`src/vecPkg.sv`:
```
// Shared fixed-point widths, square root step count and FSM codes for the normal pipeline
package vecPkg;

	// ------------------------------
	// Fixed-point format
	// ------------------------------

	// One signed component, 8 fraction bits
	localparam int FIX_W = 18;
	localparam int FRAC_W = 8;

	// Raw word for 1.0
	localparam int FIX_ONE = 1 << FRAC_W;

	// Sum of three raw squares, 16 fraction bits
	localparam int SQ_W = 2 * FIX_W;

	// Root of a SQ_W word is back to 8 fraction bits
	localparam int ROOT_W = SQ_W / 2;

	// ------------------------------
	// Square root sequencing
	// ------------------------------

	// One root bit resolved per cycle
	localparam int SQRT_STEPS = ROOT_W;

	// Counter runs 0..SQRT_STEPS inclusive
	localparam int STEP_W = $clog2(SQRT_STEPS + 1);

	// Square root FSM codes
	localparam int SQRT_ST_W = 2;
	localparam logic [SQRT_ST_W-1:0] SQRT_IDLE = 2'd0;
	localparam logic [SQRT_ST_W-1:0] SQRT_RUN = 2'd1;
	// Result parked until the divider takes it
	localparam logic [SQRT_ST_W-1:0] SQRT_HOLD = 2'd2;

endpackage
```
`src/normSqStage.sv`:
```
// Squared length stage, registers the raw sum of squares beside the cross product vector
`timescale 1ns/1ps

module normSqStage (
	input  logic                            iClk,
	input  logic                            rst,
	input  logic signed [vecPkg::FIX_W-1:0] cX,
	input  logic signed [vecPkg::FIX_W-1:0] cY,
	input  logic signed [vecPkg::FIX_W-1:0] cZ,
	input  logic                            crossValid,
	output logic                            crossReady,
	output logic signed [vecPkg::FIX_W-1:0] vX,
	output logic signed [vecPkg::FIX_W-1:0] vY,
	output logic signed [vecPkg::FIX_W-1:0] vZ,
	output logic        [vecPkg::SQ_W-1:0]  sumSq,
	output logic                            sqValid,
	input  logic                            sqReady
);

	logic [vecPkg::SQ_W-1:0] sqX;
	logic [vecPkg::SQ_W-1:0] sqY;
	logic [vecPkg::SQ_W-1:0] sqZ;
	logic [vecPkg::SQ_W-1:0] sumNext;
	logic                    accept;

	// ------------------------------
	// Raw squares, no shift
	// ------------------------------

	// Signed operands, so each square is sign extended then nonnegative
	assign sqX = cX * cX;
	assign sqY = cY * cY;
	assign sqZ = cZ * cZ;

	// 16 fraction bits from here on
	assign sumNext = sqX + sqY + sqZ;

	// ------------------------------
	// Output register
	// ------------------------------

	assign crossReady = !sqValid || sqReady;
	assign accept = crossValid && crossReady;

	always_ff @(posedge iClk) begin
		if (rst) begin
			sqValid <= 1'b0;
		end else if (accept) begin
			sqValid <= 1'b1;
		end else if (sqReady) begin
			sqValid <= 1'b0;
		end
	end

	// Vector rides along unchanged
	always_ff @(posedge iClk) begin
		if (accept) begin
			vX <= cX;
			vY <= cY;
			vZ <= cZ;
			sumSq <= sumNext;
		end
	end

	sqHold: assert property (@(posedge iClk) disable iff (rst)
		sqValid && !sqReady |=>
			sqValid && $stable(sumSq) && $stable(vX) && $stable(vY) && $stable(vZ))
		else $error("normSqStage output changed while stalled");

endmodule

```
`config.mk`:
```
export PLATFORM = sky130hd
export DESIGN_NAME = normSqStage
export DESIGN_NICKNAME = d
export VERILOG_FILES = /design/src/vecPkg.sv /design/src/normSqStage.sv
export SDC_FILE = /design/constraint.sdc
export NUM_CORES = 2
export LEC_CHECK = 0
export ABC_AREA = 1
export BUFFER_PORTS_ARGS = -buffer_cell sky130_fd_sc_hd__buf_2
export CORE_MARGIN = 5
export CORE_UTILIZATION = 56
export CTS_BUF_LIST = sky130_fd_sc_hd__clkbuf_8
export CTS_CLUSTER_SIZE = 40
export DETAILED_ROUTE_END_ITERATION = 12
export PLACE_DENSITY = 0.72
export SYNTH_ARGS = -nofsm -noshare
export SYNTH_HDL_FRONTEND = slang
export SYNTH_SLANG_ARGS = --single-unit
```
`constraint.sdc`:
```
create_clock -name iClk -period 11.71 [get_ports iClk]
set_clock_uncertainty 0.2 [all_clocks]
set_input_delay 1.171 -clock iClk [delete_from_list [all_inputs] [get_ports iClk]]
set_output_delay 1.171 -clock iClk [all_outputs]
set_load 0.01 [all_outputs]
```
---- Word-level counts from Yosys, hierarchy flattened ----
Cells that the tools add are included.
storage, ports and cells
  input port bits ......................... 58
  output and inout bits ................... 92
  register bits ........................... 91
cells by class
  add/sub/neg operators ................... 2
  $mul .................................... 3
  reductions and logical operators ........ 4
  mux-type cells .......................... 2
operators by type and width
  operator                                        number
  18-bit by 18-bit multiplier with 36-bit output  3
  36-bit adder                                    2
  1-bit 2-to-1 mux                                2
  2-bit nonzero test                              1
  1-bit logical AND                               1
  1-bit logical NOT                               1
  1-bit logical OR                                1

---- Depth between registers and ports, before layout ----
  word-level depth ........................ 4
  mapped depth ............................ 32
  mapped depth without buffers ............ 30

---- Worst setup path before layout ----
No wires, ideal clock.
  path type ............................... input to register
  from .................................... input port cX[0] in the netlist's numbering
  to ...................................... register sumSq[31] in the netlist's numbering (data pin)
  stages .................................. 26
  arrival ................................. 8052 ps
  path slack .............................. 3206 ps
  setup time .............................. 252 ps
  data required time ...................... 11258 ps
  cell sequence ........................... clkbuf_1 buf_1 nand2_1 inv_1 fa_1 fa_1 fa_1 inv_1 fa_1 fa_1 inv_1 fa_1 inv_1 fa_1 fa_1 fa_1 inv_1 ha_1 nand2_1 nor2_1 inv_1 nor2_1 a221oi_1 nand2_1 nand2_1 nand2_1
between the ends
  cells in the longest elaborated chain, start to end .. 3
ends and longest elaborated chain
  what                                            line               RTL
  start, declared                                 normSqStage.sv:7   input logic signed [vecPkg::FIX_W-1:0] cX,
  18-bit by 18-bit multiplier with 36-bit output  normSqStage.sv:31  assign sqX = cX * cX;
  36-bit adder (2 in series)                      normSqStage.sv:36  assign sumNext = sqX + sqY + sqZ;
  named net sumNext (one bit)                     normSqStage.sv:23  logic [vecPkg::SQ_W-1:0] sumNext;
  end signal, assigned                            normSqStage.sv:61  sumSq <= sumNext;
  end, declared                                   normSqStage.sv:15  output logic [vecPkg::SQ_W-1:0] sumSq,
The timed path passes the listed nets, and every way through them passes these cells.
A chain may end at the register's enable or synchronous reset.

---- Final worst setup path ----
  from .................................... input port cX[17] in the netlist's numbering
  to ...................................... register sumSq[29] in the netlist's numbering (data pin)
Same word-level chain as after synthesis.

==> metrics.txt <==
hold-fix buffers at CTS=0; drt first pass iters=5; GRT Overall Usage=23.8%; Initial Util=56.7%; worst reg2reg endpoint=sumSq[35]$_DFFE_PP_; PortBufs=149; CP most frequent cell=fa_1; unrepaired setup endpoints after global routing=no; CTS tree=yes; post-layout minimum cycle time=9.03 ns; Netlist Area Pre-Place=35900 um2; num rows=92; H-tree depth=3; Critical Path Fanout Max=19; crit path DAT=9.06 ns; final wirelength=77100 um; CP Capture Type=flip-flop; synth warn=0; Fin Setup TNS=0 ns; worst-margin pin slew=0.812 ns; die area=69200 um2; reg-to-reg setup timing slack=9.44 ns; FMAX=0.111 GHz; most common flop cell mapped by yosys=edfxtp_1; Hold Path Sink=sqValid$_SDFFE_PP0P_; crit path buf inv count=9; Detailed Route Iter0 Violations=1160; first-pass GRT wire length=130000 um; sequential area share after synthesis=7.59%; Compound-Gate Fraction of Synth Area=1.75%; total core area=63300 um2; Simple-Gate Fraction of Synth Area=8.39%; outcome=completed; Root Driver=clkbuf_8; vias in the first global route=26300; syn_nets=5157; Die X=263 um; via count=23500; Max Cap Viol=0; Setup crit start kind=input port; Resized cells post-CTS=0; Clk Latency, worst-skew pair=0.45 ns; Hold Crit Class=reg -> reg; Synth Register Bits=91; commonest non-fill, non-tap cell in the layout=inv_1; area share of fa/ha/maj cells after synthesis=64.0%; IO Pins=150; r2r startpoint=sqValid$_SDFFE_PP0P_; crit path max-delay cell type=clkinv_1; Final Hold Viols=0; # clock sinks=91; antenna violations before repair=1; cts bufs inserted=9; Synth Area per Inst=9.28 um2; min-delay src=sqValid$_SDFFE_PP0P_; critical path's largest stage delay=0.61 ns; layout cells sized above 1=4.95%; Reg clk slew, reported paths=0.12 ns; drt via density=4.93; Crit Path Category=in -> reg; layout filler cell count=5551; # setup viols final=0; post-detail-place hpwl=68900 um; grt total ovfl=0; Layout Nets=5208; EDFF count, synth=90; period utilisation layout=77.1%; Die Y=263 um; worst rel slew slack=45.7%; detailed-route wire length per cell=16.2 um; # DRC=0; highest-count cells in the layout ignoring fill and taps=1495 x inv_1, 1004 x fa_1, 633 x nand2_1; post-CTS setup repair buffer count=0; clock buffer depth=2; multiplexer share of the synthesized area=0%; Cell variety after synth=40; Max Slew Vio Count=0; Layout area overhead=4.60%; Antenna Nets Post-Route=0; main combinational cell family by area after synthesis=adder cells; ys async rst share=0%; required time worst endpoint=11.73 ns; critical path's top delay family=adder cells; R2R depth=3; largest net degree at the start of global routing=49; Hold Path Depth=2; Final GP Congestion=0.900; Synth Area in XOR/XNOR=1.42%; Cells after Synth=3866
final cells by class:
class,count,area [um2],share of cell area (%)
well taps,846,1060,2.82
inverters,1498,5620,15.0
clock buffers,9,124,0.330
clock inverters,7,108,0.287
flip-flops and latches,91,2720,7.25
diodes,1,2.50,0.00667
repair buffers,152,768,2.05
multi-input cells,2165,27100,72.3
kinds of logic after synthesis:
kind of cell	Yosys count
AOI/OAI and AO/OA	103
xor gates and xnor gates	58
adders and majority gates	1233
and+or+nand+nor	771
buffers and inverters	1610
DFF	91
worst max path at each step:
stage          slack, ns    from  cells past startpoint                   to
2_1_floorplan       3.21   cX[0]                     26  sumSq[31]$_DFFE_PP_
3_3_place_gp        2.35  cX[17]                     27  sumSq[29]$_DFFE_PP_
3_5_place_dp        2.25  cX[17]                     27  sumSq[29]$_DFFE_PP_
4_1_cts             2.77  cX[17]                     27  sumSq[29]$_DFFE_PP_
5_1_grt             2.33  cX[17]                     27  sumSq[29]$_DFFE_PP_
6_report            2.68  cX[17]                     27  sumSq[29]$_DFFE_PP_
layer usage:
layer  up-vias  track usage, %  share of wire (%)
met5         -               0                  0
li1      10600               -                  -
met3       185            2.22                4.0
met2       590            45.3                 57
met1     12100            27.1                 34
met4         0            11.0                5.4
registers in the layout, indices dropped and copies added, names as in the netlist:
signal	count
sumSq	36
vX	18
vY	18
vZ	18
sqValid	1
worst min-delay path: cells and delay by family, from the launching register on:
kind,cells,cell delay (ns)
AOI/OAI and AO/OA,1,0.06
DFF,1,0.36
and+or+nand+nor,1,0.09
synth_stat cells, types with 6 or more instances:
cell	n	area share [%]
a21oi_1	46	0.64
nand4_1	9	0.16
xor2_1	38	0.93
fa_1	1004	56
nand2_1	633	6.6
clkbuf_1	86	0.90
nand3_1	18	0.25
or2_2	12	0.21
o21ai_0	23	0.32
xnor2_1	20	0.49
buf_1	26	0.27
edfxtp_1	90	7.5
ha_1	229	8.0
a21o_1	6	0.13
inv_1	1495	16
nor2_1	86	0.90
per-stage QoR:
stage	util (%)	cell area, um2	setup WS, ns	cells	hold slack, ns
2_1_floorplan	-	35900	3.21	3866	0.377
4_1_cts	59.3	37500	2.77	4768	0.335
5_1_grt	59.3	37500	2.33	4769	0.373
6_report	59.3	37500	2.68	4769	0.332
3_3_place_gp	58.9	37300	2.35	4752	0.317
3_5_place_dp	58.9	37300	2.25	4752	0.319
Power is left out: the tool's default activity adds up to more than one toggle a clock period on the data nets, which glitch-free logic cannot reach.
