===== config.mk =====
export PLATFORM = sky130hd
export DESIGN_NAME = divideStage
export DESIGN_NICKNAME = d
export VERILOG_FILES = /design/src/vecPkg.sv /design/src/divideStage.sv
export SDC_FILE = /design/constraint.sdc
export NUM_CORES = 2
export LEC_CHECK = 0
export BUFFER_PORTS_ARGS = -buffer_cell sky130_fd_sc_hd__buf_2
export CAP_MARGIN = 40
export CORE_UTILIZATION = 40
export CTS_CLUSTER_DIAMETER = 30
export DETAILED_ROUTE_END_ITERATION = 8
export GPL_TIMING_DRIVEN = 0
export PLACE_DENSITY = 0.53
export SYNTH_ARGS = -nofsm -noshare
export SYNTH_HDL_FRONTEND = slang
export SYNTH_SLANG_ARGS = --single-unit

===== constraint.sdc =====
create_clock -name iClk -period 121.7 [get_ports iClk]
set_clock_uncertainty 0.2 [all_clocks]
set_input_delay 12.17 -clock iClk [delete_from_list [all_inputs] [get_ports iClk]]
set_output_delay 12.17 -clock iClk [all_outputs]
set_load 0.05 [all_outputs]

===== src/vecPkg.sv =====
// Shared fixed-point widths, square root step count and FSM codes for the normal pipeline
package vecPkg;

	// ------------------------------
	// Fixed-point format
	// ------------------------------

	// One signed component, 8 fraction bits
	localparam int FIX_W = 18;
	localparam int FRAC_W = 8;

	// Raw word for 1.0
	localparam int FIX_ONE = 1 << FRAC_W;

	// Sum of three raw squares, 16 fraction bits
	localparam int SQ_W = 2 * FIX_W;

	// Root of a SQ_W word is back to 8 fraction bits
	localparam int ROOT_W = SQ_W / 2;

	// ------------------------------
	// Square root sequencing
	// ------------------------------

	// One root bit resolved per cycle
	localparam int SQRT_STEPS = ROOT_W;

	// Counter runs 0..SQRT_STEPS inclusive
	localparam int STEP_W = $clog2(SQRT_STEPS + 1);

	// Square root FSM codes
	localparam int SQRT_ST_W = 2;
	localparam logic [SQRT_ST_W-1:0] SQRT_IDLE = 2'd0;
	localparam logic [SQRT_ST_W-1:0] SQRT_RUN = 2'd1;
	// Result parked until the divider takes it
	localparam logic [SQRT_ST_W-1:0] SQRT_HOLD = 2'd2;

endpackage

===== src/divideStage.sv =====
// Normalize stage, divides each component by the length and flags a zero-length vector
`timescale 1ns/1ps

module divideStage (
	input  logic                             iClk,
	input  logic                             rst,
	input  logic signed [vecPkg::FIX_W-1:0]  wX,
	input  logic signed [vecPkg::FIX_W-1:0]  wY,
	input  logic signed [vecPkg::FIX_W-1:0]  wZ,
	input  logic        [vecPkg::ROOT_W-1:0] len,
	input  logic                             lenValid,
	output logic                             lenReady,
	output logic signed [vecPkg::FIX_W-1:0]  nX,
	output logic signed [vecPkg::FIX_W-1:0]  nY,
	output logic signed [vecPkg::FIX_W-1:0]  nZ,
	output logic                             degenerate,
	output logic                             outValid,
	input  logic                             outReady
);

	logic accept;
	logic zeroLen;

	// Component scaled up by FRAC_W over the unsigned length
	function automatic logic signed [vecPkg::FIX_W-1:0] scaleDiv(
		input logic signed [vecPkg::FIX_W-1:0] comp,
		input logic        [vecPkg::ROOT_W-1:0] den
	);
		logic signed [vecPkg::FIX_W+vecPkg::FRAC_W-1:0] num;
		logic signed [vecPkg::ROOT_W:0]                 sDen;
		logic signed [vecPkg::FIX_W+vecPkg::FRAC_W-1:0] quo;
		num = comp;
		num = num <<< vecPkg::FRAC_W;
		sDen = {1'b0, den};
		// Signed divide truncates toward zero
		quo = num / sDen;
		return quo[vecPkg::FIX_W-1:0];
	endfunction

	// Inside [-1.0, 1.0]
	function automatic logic inUnit(input logic signed [vecPkg::FIX_W-1:0] x);
		return (x >= -vecPkg::FIX_ONE) && (x <= vecPkg::FIX_ONE);
	endfunction

	// ------------------------------
	// Handshake
	// ------------------------------

	assign lenReady = !outValid || outReady;
	assign accept = lenValid && lenReady;
	assign zeroLen = (len == '0);

	always_ff @(posedge iClk) begin
		if (rst) begin
			outValid <= 1'b0;
		end else if (accept) begin
			outValid <= 1'b1;
		end else if (outReady) begin
			outValid <= 1'b0;
		end
	end

	// ------------------------------
	// Quotients
	// ------------------------------

	always_ff @(posedge iClk) begin
		if (accept) begin
			if (zeroLen) begin
				// No direction to report
				nX <= '0;
				nY <= '0;
				nZ <= '0;
				degenerate <= 1'b1;
			end else begin
				nX <= scaleDiv(wX, len);
				nY <= scaleDiv(wY, len);
				nZ <= scaleDiv(wZ, len);
				degenerate <= 1'b0;
			end
		end
	end

	// Floor root keeps every quotient within one unit
	unitRange: assert property (@(posedge iClk) disable iff (rst)
		outValid && !degenerate |-> inUnit(nX) && inUnit(nY) && inUnit(nZ))
		else $error("divideStage output outside unit range");

endmodule


# After elaboration in Yosys (flattened, before gate mapping)
# Cells that the tools add are included.
# W data, S select, Z words.
totals:
  reg_bits: 56
  input_bits: 76
  out_inout_bits: 57
  word_cells: 16
op_classes:
  div: 3
  mux: 3
  n_reduce_logical: 5
op_table:
  columns: ["cell", "count"]
  rows:
  - ["$div A26 B19 Y26", 3]
  - ["$logic_not A18 Y1", 1]
  - ["$mux W1", 3]
  - ["$reduce_bool A2 Y1", 1]
  - ["$logic_and A1 B1 Y1", 1]
  - ["$logic_not A1 Y1", 1]
  - ["$logic_or A1 B1 Y1", 1]

# Depth between registers and ports, before layout
logic_depth:
  ltp_word: 4
  depth_mapped: 311
  depth_no_buf: 286

# Worst setup path before layout
# No wires, ideal clock.
synth_timing:
  path_type: "input to register"
  start: "input port len[0] in the netlist's numbering"
  end: "register nZ[17] in the netlist's numbering, data pin"
  setup_ns: 0.263
  arrival_ns: 75.206
  required_time_ns: 121.237
  path_slack_ns: 46.031
  stages: 284
  path_buffers: 39
  cell_sequence: "clkbuf_1 > clkbuf_1 > clkbuf_1 > inv_1 > clkbuf_1 > clkbuf_1 > ha_1 > a21oi_1 > ha_1 > or3_1 > a32o_1 > a32oi_1 > nor2_1 > ha_1 > o211ai_1 > nand3_1 > nand2_1 > or3_1 > [248 not listed] > clkbuf_1 > nor2_1 > a21oi_1 > o2bb2ai_1 > ha_1 > nand4_1 > nor2_1 > nand4_1 > o31ai_1 > a21oi_1 > nor2b_1 > o21ai_0 > nand2b_1 > a2111oi_1 > o311ai_4 > nor4_4 > a41oi_1 > mux2i_1"
synth_via:
  elab_chain_cells: 1
  elab_cells_between_ends: 2
  classes_between: "1 x div; 1 x reduce/logical"
synth_lines:
  columns: ["item", "line_no", "source"]
  rows:
  - ["start: declaration", "divideStage.sv:10", "input logic [vecPkg::ROOT_W-1:0] len,"]
  - ["$div A26 B19 Y26 / $logic_not A18 Y1 (equally long branches)", "divideStage.sv:36, divideStage.sv:51", null]
  - ["end signal: assignment", "divideStage.sv:78", "nZ <= scaleDiv(wZ, len);"]
  - ["end: declaration", "divideStage.sv:15", "output logic signed [vecPkg::FIX_W-1:0] nZ,"]
# Several ways; a longest one is shown, not always the timed one.
# A chain may end at the register's enable or synchronous reset.

# Worst setup path in the final report
layout_timing:
  start: "input port len[0] in the netlist's numbering"
  end: "register nZ[3] in the netlist's numbering, data pin"
# The elaborated chain is that of the path after synthesis.

==> run_results.csv <==
group,metric,value,unit
status,status,"completed",
setup_path,r2r_setup_slack,119.88,ns
setup_path,start_kind,"input pin",
yosys,synth_seq_cells,56,
timing,max_freq,10.8,MHz
finish,drive_above_1_share,8.23,%
drt,ant_nets,0,
yosys,synth_flop_cell,"edfxtp_1",
drt,vias,61300,
setup_path,path_max_fanout,35,
clock_network,cts_buffer_depth,2,
setup_path,slowest_delay,0.90,ns
timing,drv_slew,0,
floorplanning,start_util,40.3,%
global_route,grt_max_degree,47,
global_route,grt_antenna_before_repair,6,
yosys,synth_xor_xnor_area_share,9.97,%
drt,route.detailed.drc,0,
finish,syn_to_final_growth,7.31,%
placement,dp_hpwl,170000,µm
yosys,synth_area_per_cell,7.08,µm²
clock_network,cts_sinks,56,
yosys,synth-edff-count,55,
drt,dr.pass1.iters,6,
floorplanning,coreArea,140000,µm²
drt,avgViaCountPerCell,6.12,
global_route,grt_usage,28.4,%
yosys,yosys_warnings,0,
floorplanning,rows,137,
global_route,grt_pass1_wl,325000,µm
yosys,ys_top_cells_by_area,"ha_1, a21oi_1, xnor2_1",
finish,antennaDiodeCount,0,
job,drv_cap,0,
yosys,synth_top_cell_by_area,"ha_1",
yosys,synth-compound-area-share,33.0,%
setup_path,critPathRequiredTime,121.63,ns
drt,drt_iter0_drc,4591,
floorplanning,die-width,377,µm
yosys,synthMuxAreaShare,6.37,%
yosys,synthesis.area,56200,µm²
yosys,synth_cell_type_count,124,
clock_network,root_buffer,"clkbuf_16",
worst_hold_path,hold_class,"reg -> reg",
yosys,yosys.area_share.simple,23.7,%
yosys,synth_fa_ha_area_share,20.8,%
clock_network,cts-htree-levels,2,
yosys,async_flop_share,0,%
drt,wire_per_inst,20.9,µm
yosys,synth_top_area_share,20.7,%
placement,port_buffers,128,
timing,period_share,76.1,%
clock_network,clk_pin_slew,0.13,ns
global_route,grt_overflow,0,
setup_path,cp_slowest_cell,"o41ai_1",
clock_network,clk_latency,0.41,ns
timing,rsz0062_at_grt,"no",
timing,setup_viol,0,
drt,wirelength,209000,µm
setup_path,crit_type,"in -> reg",
timing,setup_tns,0,ns
floorplanning,die_y,377,µm
yosys,seq_area_frac_synth,2.97,%
placement,place_congestion,0.953,
setup_path,crit_buf_inv,49,
clock_network,cts_tree,"yes",
yosys,syn_nets,8944,
clock_network,cts_resized,0,
finish,layout.nets,9136,
timing,slew_headroom,34.7,%
setup_path,path_delay_family,"compound AO/OA/AOI/OAI gates",
clock_network,hold_buffers,0,
floorplanning,ioPinCount,133,
timing,worst_pin_slew,0.978,ns
timing,hold_viol_final,0,
global_route,grt_pass1_vias,57700,
floorplanning,die-area,142000,µm²
timing,period_minus_slack,92.57,ns
clock_network,cts_made_buffers,5,
yosys,synth_cells,7937,
clock_network,cts_setup_buffers,0,
setup_path,setup.worst_path.end_class,"flip-flop",
yosys,synth_top_family_by_area,"compound AO/OA/AOI/OAI gates",
setup_path,arrival,92.50,ns
sequential cells by signal, summed over array words and instances, names as in the netlist:
register    flops
nX             18
nY             18
nZ             18
degenerate      1
outValid        1
logic make-up after synthesis:
kind of cell             after synthesis
multiplexers                         325
buffers and inverters                464
AND/OR/NAND/NOR                     2735
adder cells (fa/ha/maj)              931
AO/OA/AOI/OAI                       2788
XOR/XNOR                             638
flip-flops                            56
final timing paths:
path,cells past startpoint,to,startpoint
worst max-delay path,290,nZ[3],len[0]
worst min-delay path,2,outValid,outValid
worst max register to register,3,nX[17],outValid
worst min register to register,2,outValid,outValid
cells in the final DEF, fill, tap and decap left out, types with 33 or more instances in the layout:
cell	count
buf_2	157
a211oi_1	74
o21a_1	280
o31ai_1	161
nor4_1	38
a21o_1	275
or2_2	67
and2_1	74
a211o_1	34
or3_1	105
nand4_1	89
nand3_1	194
nor2_1	747
mux2i_1	73
a21boi_0	54
xor2_1	235
o21ai_0	484
or4_1	33
clkbuf_1	151
and3_1	83
edfxtp_1	55
a21oi_1	715
nand2b_1	123
o21bai_1	60
o211ai_1	97
ha_1	928
nor2b_1	95
mux2_2	249
inv_1	238
nand2_1	710
xnor2_1	402
a31oi_1	107
nor3_1	256
layout make-up:
class                   count  area [µm²]
plain buffers             205         831
clock buffers               5         125
clock inverters             3        68.8
fillers                 14700       79200
inverters                 259        1000
multi-input cells        7417       52800
flip-flops and latches     56        1670
well taps                1876        2350
repair buffers            185        1520
tightest hold or removal path: cells and delay by family (launching register included):
| kind | cells | cell delay, ns |
|---|---|---|
| AND/OR/NAND/NOR | 1 | 0.10 |
| flip-flops | 1 | 0.33 |
| AO/OA/AOI/OAI | 1 | 0.07 |
per-stage QoR:
step                setup slack [ns]  area, µm²  hold slack [ns]  cells  util (%)
finish                         29.13      60300            0.332  10000      43.2
global route                   23.89      60300            0.381  10000      43.2
CTS                            30.33      60300            0.332  10000      43.2
detailed placement             30.36      60100            0.314   9998      43.1
global placement               25.34      59200            0.291   9941      42.4
floorplan                      46.03      56200            0.914   7937         -
synthesized netlist by cell type, drive strengths merged, types with 22 or more instances:
cell,instances
mux2i,74
nor2,749
a211o,34
o21bai,60
nand3,194
o21a,280
o21ai,513
buf,52
xor2,235
o31ai,162
a221oi,22
or2,71
and3,84
a21o,276
xnor2,402
o211a,24
or3,105
nor3,266
nand2,711
a21boi,58
nand4,91
ha,928
edfxtp,55
clkbuf,153
a2111oi,23
a21oi,720
o31a,31
nor2b,95
mux2,251
o22ai,23
a31oi,112
inv,257
and2,75
o2111ai,22
or4,36
nand2b,123
nor4,46
a211oi,78
o211ai,101
layer usage:
layer	GRT usage, %	up-vias	wire, µm
met5	0	-	0
met2	47.0	1615	92900
li1	-	30500	-
met1	39.8	29000	100000
met3	2.06	193	11300
met4	6.45	0	4800
Power is not shown: default switching activity piles up to over one toggle a cycle in this logic, so the estimate is an artifact.
