### config.mk
export PLATFORM = sky130hd
export DESIGN_NAME = crossStage
export DESIGN_NICKNAME = d
export VERILOG_FILES = /design/src/vecPkg.sv /design/src/crossStage.sv
export SDC_FILE = /design/constraint.sdc
export NUM_CORES = 2
export LEC_CHECK = 0
export BUFFER_PORTS_ARGS = -buffer_cell sky130_fd_sc_hd__buf_2
export CORE_MARGIN = 5
export CORE_UTILIZATION = 56
export DETAILED_ROUTE_END_ITERATION = 10
export GPL_ROUTABILITY_DRIVEN = 0
export HOLD_SLACK_MARGIN = 0.1
export PLACE_DENSITY_LB_ADDON = 0.1
export RECOVER_POWER = 100
export SYNTH_ARGS = -nofsm -noshare
export SYNTH_HDL_FRONTEND = slang
export SYNTH_SLANG_ARGS = --single-unit
### constraint.sdc
create_clock -name iClk -period 9 [get_ports iClk]
set_input_delay 0.45 -clock iClk [delete_from_list [all_inputs] [get_ports iClk]]
set_output_delay 0.45 -clock iClk [all_outputs]
set_load 0.01 [all_outputs]
### src/vecPkg.sv
// Shared fixed-point widths, square root step count and FSM codes for the normal pipeline
package vecPkg;

	// ------------------------------
	// Fixed-point format
	// ------------------------------

	// One signed component, 8 fraction bits
	localparam int FIX_W = 18;
	localparam int FRAC_W = 8;

	// Raw word for 1.0
	localparam int FIX_ONE = 1 << FRAC_W;

	// Sum of three raw squares, 16 fraction bits
	localparam int SQ_W = 2 * FIX_W;

	// Root of a SQ_W word is back to 8 fraction bits
	localparam int ROOT_W = SQ_W / 2;

	// ------------------------------
	// Square root sequencing
	// ------------------------------

	// One root bit resolved per cycle
	localparam int SQRT_STEPS = ROOT_W;

	// Counter runs 0..SQRT_STEPS inclusive
	localparam int STEP_W = $clog2(SQRT_STEPS + 1);

	// Square root FSM codes
	localparam int SQRT_ST_W = 2;
	localparam logic [SQRT_ST_W-1:0] SQRT_IDLE = 2'd0;
	localparam logic [SQRT_ST_W-1:0] SQRT_RUN = 2'd1;
	// Result parked until the divider takes it
	localparam logic [SQRT_ST_W-1:0] SQRT_HOLD = 2'd2;

endpackage
### src/crossStage.sv
// Cross product stage, registers C = A x B in fixed point behind a valid/ready handshake
`timescale 1ns/1ps

module crossStage (
	input  logic                            iClk,
	input  logic                            rst,
	input  logic signed [vecPkg::FIX_W-1:0] aX,
	input  logic signed [vecPkg::FIX_W-1:0] aY,
	input  logic signed [vecPkg::FIX_W-1:0] aZ,
	input  logic signed [vecPkg::FIX_W-1:0] bX,
	input  logic signed [vecPkg::FIX_W-1:0] bY,
	input  logic signed [vecPkg::FIX_W-1:0] bZ,
	input  logic                            inValid,
	output logic                            inReady,
	output logic signed [vecPkg::FIX_W-1:0] cX,
	output logic signed [vecPkg::FIX_W-1:0] cY,
	output logic signed [vecPkg::FIX_W-1:0] cZ,
	output logic                            crossValid,
	input  logic                            crossReady
);

	logic signed [vecPkg::FIX_W-1:0] nextX;
	logic signed [vecPkg::FIX_W-1:0] nextY;
	logic signed [vecPkg::FIX_W-1:0] nextZ;
	logic                            accept;

	// Full product, drop the fraction bits, keep one word
	function automatic logic signed [vecPkg::FIX_W-1:0] fixMul(
		input logic signed [vecPkg::FIX_W-1:0] x,
		input logic signed [vecPkg::FIX_W-1:0] y
	);
		logic signed [2*vecPkg::FIX_W-1:0] full;
		full = x * y;
		return full[vecPkg::FRAC_W +: vecPkg::FIX_W];
	endfunction

	// ------------------------------
	// Products and differences
	// ------------------------------

	// Differences wrap at FIX_W
	assign nextX = fixMul(aY, bZ) - fixMul(aZ, bY);
	assign nextY = fixMul(aZ, bX) - fixMul(aX, bZ);
	assign nextZ = fixMul(aX, bY) - fixMul(aY, bX);

	// ------------------------------
	// Output register
	// ------------------------------

	// Free slot or draining this cycle
	assign inReady = !crossValid || crossReady;
	assign accept = inValid && inReady;

	always_ff @(posedge iClk) begin
		if (rst) begin
			crossValid <= 1'b0;
		end else if (accept) begin
			crossValid <= 1'b1;
		end else if (crossReady) begin
			crossValid <= 1'b0;
		end
	end

	always_ff @(posedge iClk) begin
		if (accept) begin
			cX <= nextX;
			cY <= nextY;
			cZ <= nextZ;
		end
	end

	// Stalled result must not move
	crossHold: assert property (@(posedge iClk) disable iff (rst)
		crossValid && !crossReady |=>
			crossValid && $stable(cX) && $stable(cY) && $stable(cZ))
		else $error("crossStage output changed while stalled");

endmodule

After elaboration in Yosys (flattened, before gate mapping)
Cells that the tools add are included.
- add/sub/neg operators: 3
- multipliers: 6
- multiplexer cells: 2
- reductions and logical operators: 4
- operators by type and width (operator ; count):
    18-bit by 18-bit multiplier with 26-bit output ; 6
    18-bit subtractor ; 3
    1-bit two-way mux ; 2
    2-bit nonzero test ; 1
    1-bit logical AND ; 1
    1-bit zero test ; 1
    1-bit logical OR ; 1
- register bits after elaboration: 55
- input port bits: 112
- output and inout port bits: 56
- logic and storage cells: 19

Depth between registers and ports, before layout
- depth after elaboration: 4
- mapped depth: 34
- mapped depth without buffers: 32

Worst setup path before layout
No wires, ideal clock.
- kind: input-to-reg
- from: input bZ[3] (netlist bit)
- to: register cX[17] (netlist bit) (data pin)
- setup time: 268 ps
- arrival time: 7381 ps
- setup slack: 1352 ps
- cell stages on the path: 28
- buffers on the path: 2
- cell sequence: buf_2 -> clkbuf_1 -> and2_1 -> fa_1 -> inv_1 -> fa_1 -> fa_1 -> fa_1 -> inv_1 -> fa_1 -> inv_1 -> fa_1 -> inv_1 -> ha_1 -> o21ai_0 -> nor2_1 -> o41a_1 -> a32o_2 -> or2_2 -> a21oi_1 -> xnor2_1 -> ha_1 -> or4_1 -> o22a_1 -> nand4_1 -> nand3_1 -> o41ai_1 -> xnor3_1
- word-level cells in the longest chain between the ends: 2
- ends and longest elaborated chain (element ; RTL line ; source):
    start: declaration ; crossStage.sv:12 ; input logic signed [vecPkg::FIX_W-1:0] bZ,
    18-bit by 18-bit multiplier with 26-bit output ; crossStage.sv:33 ; full = x * y;
    18-bit subtractor ; crossStage.sv:42 ; assign nextX = fixMul(aY, bZ) - fixMul(aZ, bY);
    via nextX, one bit ; crossStage.sv:22 ; logic signed [vecPkg::FIX_W-1:0] nextX;
    end signal: assignment ; crossStage.sv:66 ; cX <= nextX;
    end: declaration ; crossStage.sv:15 ; output logic signed [vecPkg::FIX_W-1:0] cX,
The timed path passes the listed nets, and every way through them passes these cells.
A chain may end at the register's enable or synchronous reset.

Final worst setup path
- from: input aZ[7] (netlist bit)
- to: register cY[17] (netlist bit) (data pin)
- word-level cells in the longest chain between the ends: 2
- ends and longest elaborated chain (element ; RTL line ; source):
    start: declaration ; crossStage.sv:9 ; input logic signed [vecPkg::FIX_W-1:0] aZ,
    18-bit by 18-bit multiplier with 26-bit output ; crossStage.sv:33 ;
    18-bit subtractor ; crossStage.sv:43 ; assign nextY = fixMul(aZ, bX) - fixMul(aX, bZ);
    via nextY, one bit ; crossStage.sv:23 ; logic signed [vecPkg::FIX_W-1:0] nextY;
    end signal: assignment ; crossStage.sv:67 ; cY <= nextY;
    end: declaration ; crossStage.sv:16 ; output logic signed [vecPkg::FIX_W-1:0] cY,
The timed path passes the listed nets, and every way through them passes these cells.

==> flow_summary.ini <==
[clock_network]
tritoncts.num_buffers = 5
cts_tree = built
postCtsHoldBufs = 0
cts_num_sinks = 55
htreeDepth = 2
cts.path.max_buffers = 2
clock-root-buffer = sky130_fd_sc_hd__clkbuf_16
post-cts-setup-buffer-count = 0
worst_setup_hold_path_clk_slew_ns = 0.09
cts_resized = 0
clk_lat_worst_skew_ns = 0.34

[critical_path]
cp_slowest_stage_delay_ns = 0.91
r2r-end = cX[11]
cp-end-kind = register
timing.reg2reg.worst_path_depth = 3
critical_path.max_fanout = 18
critPathRequiredTime_ns = 9.10
regToRegStartpoint = crossValid
startpoint_class_of_the_critical_path = input pin
crit_arrival_ns = 8.65
startpoint = aZ[7]
critical_path_class = in2reg
reg2reg_slack_ns = 5.41
critical-path-slowest-cell = sky130_fd_sc_hd__clkbuf_1

[hold_path]
hold_path.class = in2reg
hold_depth = 2
min_to = crossValid
hold_path.startpoint = rst

[synthesis]
syn_std_cell_area_um2 = 57100
synth-adder-area-share = 0.593
count_of_unique_library_cells_instantiated_by_yosys = 72
average_size_of_a_mapped_cell_um2 = 8.96
seq_area_frac_synth = 0.0287
ys_seq_elements = 55
synth_simple_gate_area_share = 0.179
synth-edff-count = 54
synth-async-reset-ratio = 0
synthCells = 6371
synth_warnings = 0
nets_in_the_synthesized_netlist = 8367
synthXorXnorAreaFrac = 0.0416
main_combinational_cell_family_by_area_after_synthesis = adder cells
synth-main-ff-cell = sky130_fd_sc_hd__edfxtp_1
synth.area.mux_share = 0.000372
synth-compound-area-share = 0.0279

[route]
drt-wirelength-per-cell_um = 20.8
detailroute.via_count = 41200
drt_iter0_markers = 2744
totalWireLength_um = 161000
drcViolationCount = 0
routed_via_density = 5.33
drt.antenna.violating_nets = 0
dr.pass1.iters = 5

[timing]
max_slew.worst_pin.slew_ns = 3.59
crit_path_time_final_ns = 8.56
max_clock_freq_mhz = 117
finalCritPeriodShare = 0.951
totalNegativeSetupSlack_ns = 0
hold_viol_final = 0
final.setup.worst_slack_ns = 0.441
finalMaxSlewViolations = 55
post_route_skew_ns = 0.0140
setup_viol_count_final = 0
slew_headroom = -1.39
grt_setup_unrepaired = false

[job]
cap_violations = 1

[global_route]
number_of_antenna_violations_at_the_first_check_in_global_routing = 14
via_count_of_the_first_global_routing_pass = 44500
grt_max_degree = 55
grt_pass1_wl_um = 257000
gr-total-overflow = 0
global_route.usage.total = 0.309

[finish]
multi_input_comb_area_um2 = 48100
fillers = 9342
finish.instance_area_um2 = 59500
final_common_cell = sky130_fd_sc_hd__inv_1
most-common-layout-cells = sky130_fd_sc_hd__inv_1, sky130_fd_sc_hd__fa_1, sky130_fd_sc_hd__and2_1, sky130_fd_sc_hd__nand2_1, sky130_fd_sc_hd__ha_1
area_delta_synth_final_pct = 4.09
fraction_of_layout_instances_using_a_drive_strength_above_1 = 0.0405
layout_net_count = 8343
sequential_cell_area_um2 = 1640

[place]
dp.final_hpwl_um = 134000
place_ws_ns = 0.582
port_buffers = 167
placed_area_um2 = 59400

[die]
fp.coreArea_um2 = 102000
die_width_um = 329
floorplan.die_area_um2 = 108000
starting_utilization_of_the_core_area = 0.562
design.portCount = 168
die_y_um = 329
rows = 117

[outcome]
outcome = finished with violations
violations_in_the_final_reports = capacitance limit, slew limit
final cells by class:
cell class | count | share of cell area
clock buffers | 5 | 0.00210
well taps | 1368 | 0.0288
diodes | 12 | 0.000505
inverters | 1645 | 0.104
multi-input cells | 4353 | 0.809
repair buffers | 287 | 0.0279
flip-flops and latches | 55 | 0.0276
clock inverters | 3 | 0.000337
cell families after synthesis:
family	count (synthesis)
AOI/OAI and AO/OA	230
xor gates and xnor gates	270
adders and majority gates	1884
buffers and inverters	1963
DFF	55
muxes	2
and+or+nand+nor	1967
sequential cells by signal, summed over array words and instances (netlist names):
| name | cells |
|---|---|
| crossValid | 1 |
| cX | 18 |
| cY | 18 |
| cZ | 18 |
how the worst max path moves through the flow:
stage	endpoint	slack, ns	cells after the start
floorplan	cX[17]	1.35	28
global placement	cX[17]	0.71	27
detailed placement	cZ[17]	0.58	31
CTS	cZ[17]	0.91	31
global route	cZ[17]	0.12	31
finish	cY[17]	0.44	33
cell usage after synthesis (all sizes together), types with 4 or more instances:
cell	number	area share
a31oi	9	0.00099
o2111ai	4	0.00061
o21a	28	0.0038
edfxtp	54	0.028
nor2	128	0.0084
o21bai	5	0.00066
or2	12	0.0013
nand3	21	0.0018
nor2b	20	0.0022
a211oi	4	0.00053
ha	513	0.11
nand2	692	0.045
xor2	63	0.0097
or3	5	0.00055
o41ai	7	0.0017
nor4	4	0.00044
inv	1643	0.11
and4	7	0.0011
fa	1371	0.48
buf	10	0.00074
nand2b	45	0.0049
o21ai	44	0.0039
or4b	4	0.00077
nand4b	9	0.0014
a21oi	58	0.0051
a21o	26	0.0034
nand4	9	0.00099
clkbuf	308	0.020
and3	8	0.00088
xnor2	206	0.032
a21boi	8	0.0011
and2	957	0.10
nor3	40	0.0035
critical path: cells and delay by family:
family                     cells  cell delay, ns
and+or+nand+nor                7            1.32
xor gates and xnor gates       3            0.53
adders and majority gates      8            3.11
buffers and inverters          6            1.44
AOI/OAI and AO/OA              9            1.80
layer usage:
metal  routed length, um  up-vias  track usage  share of wire
li1                    -    18200            -              -
met1               69900    21400        0.444           0.44
met2               72700     1367        0.492           0.45
met3               11800      203       0.0459          0.073
met4                6270        4       0.0945          0.039
met5                  34        -            0        0.00021
per-stage QoR:
step                      hold WS (ns)  utilization  std cells
after global placement           0.493        0.584       7708
after CTS                        0.253        0.586       7716
after detailed placement         0.512        0.584       7708
after global routing             0.269        0.585       7719
after floorplan                  0.519            -       6371
final                            0.262        0.585       7728
Power is left out: the tool's default activity adds up to more than one toggle a clock period on the data nets, which glitch-free logic cannot reach.
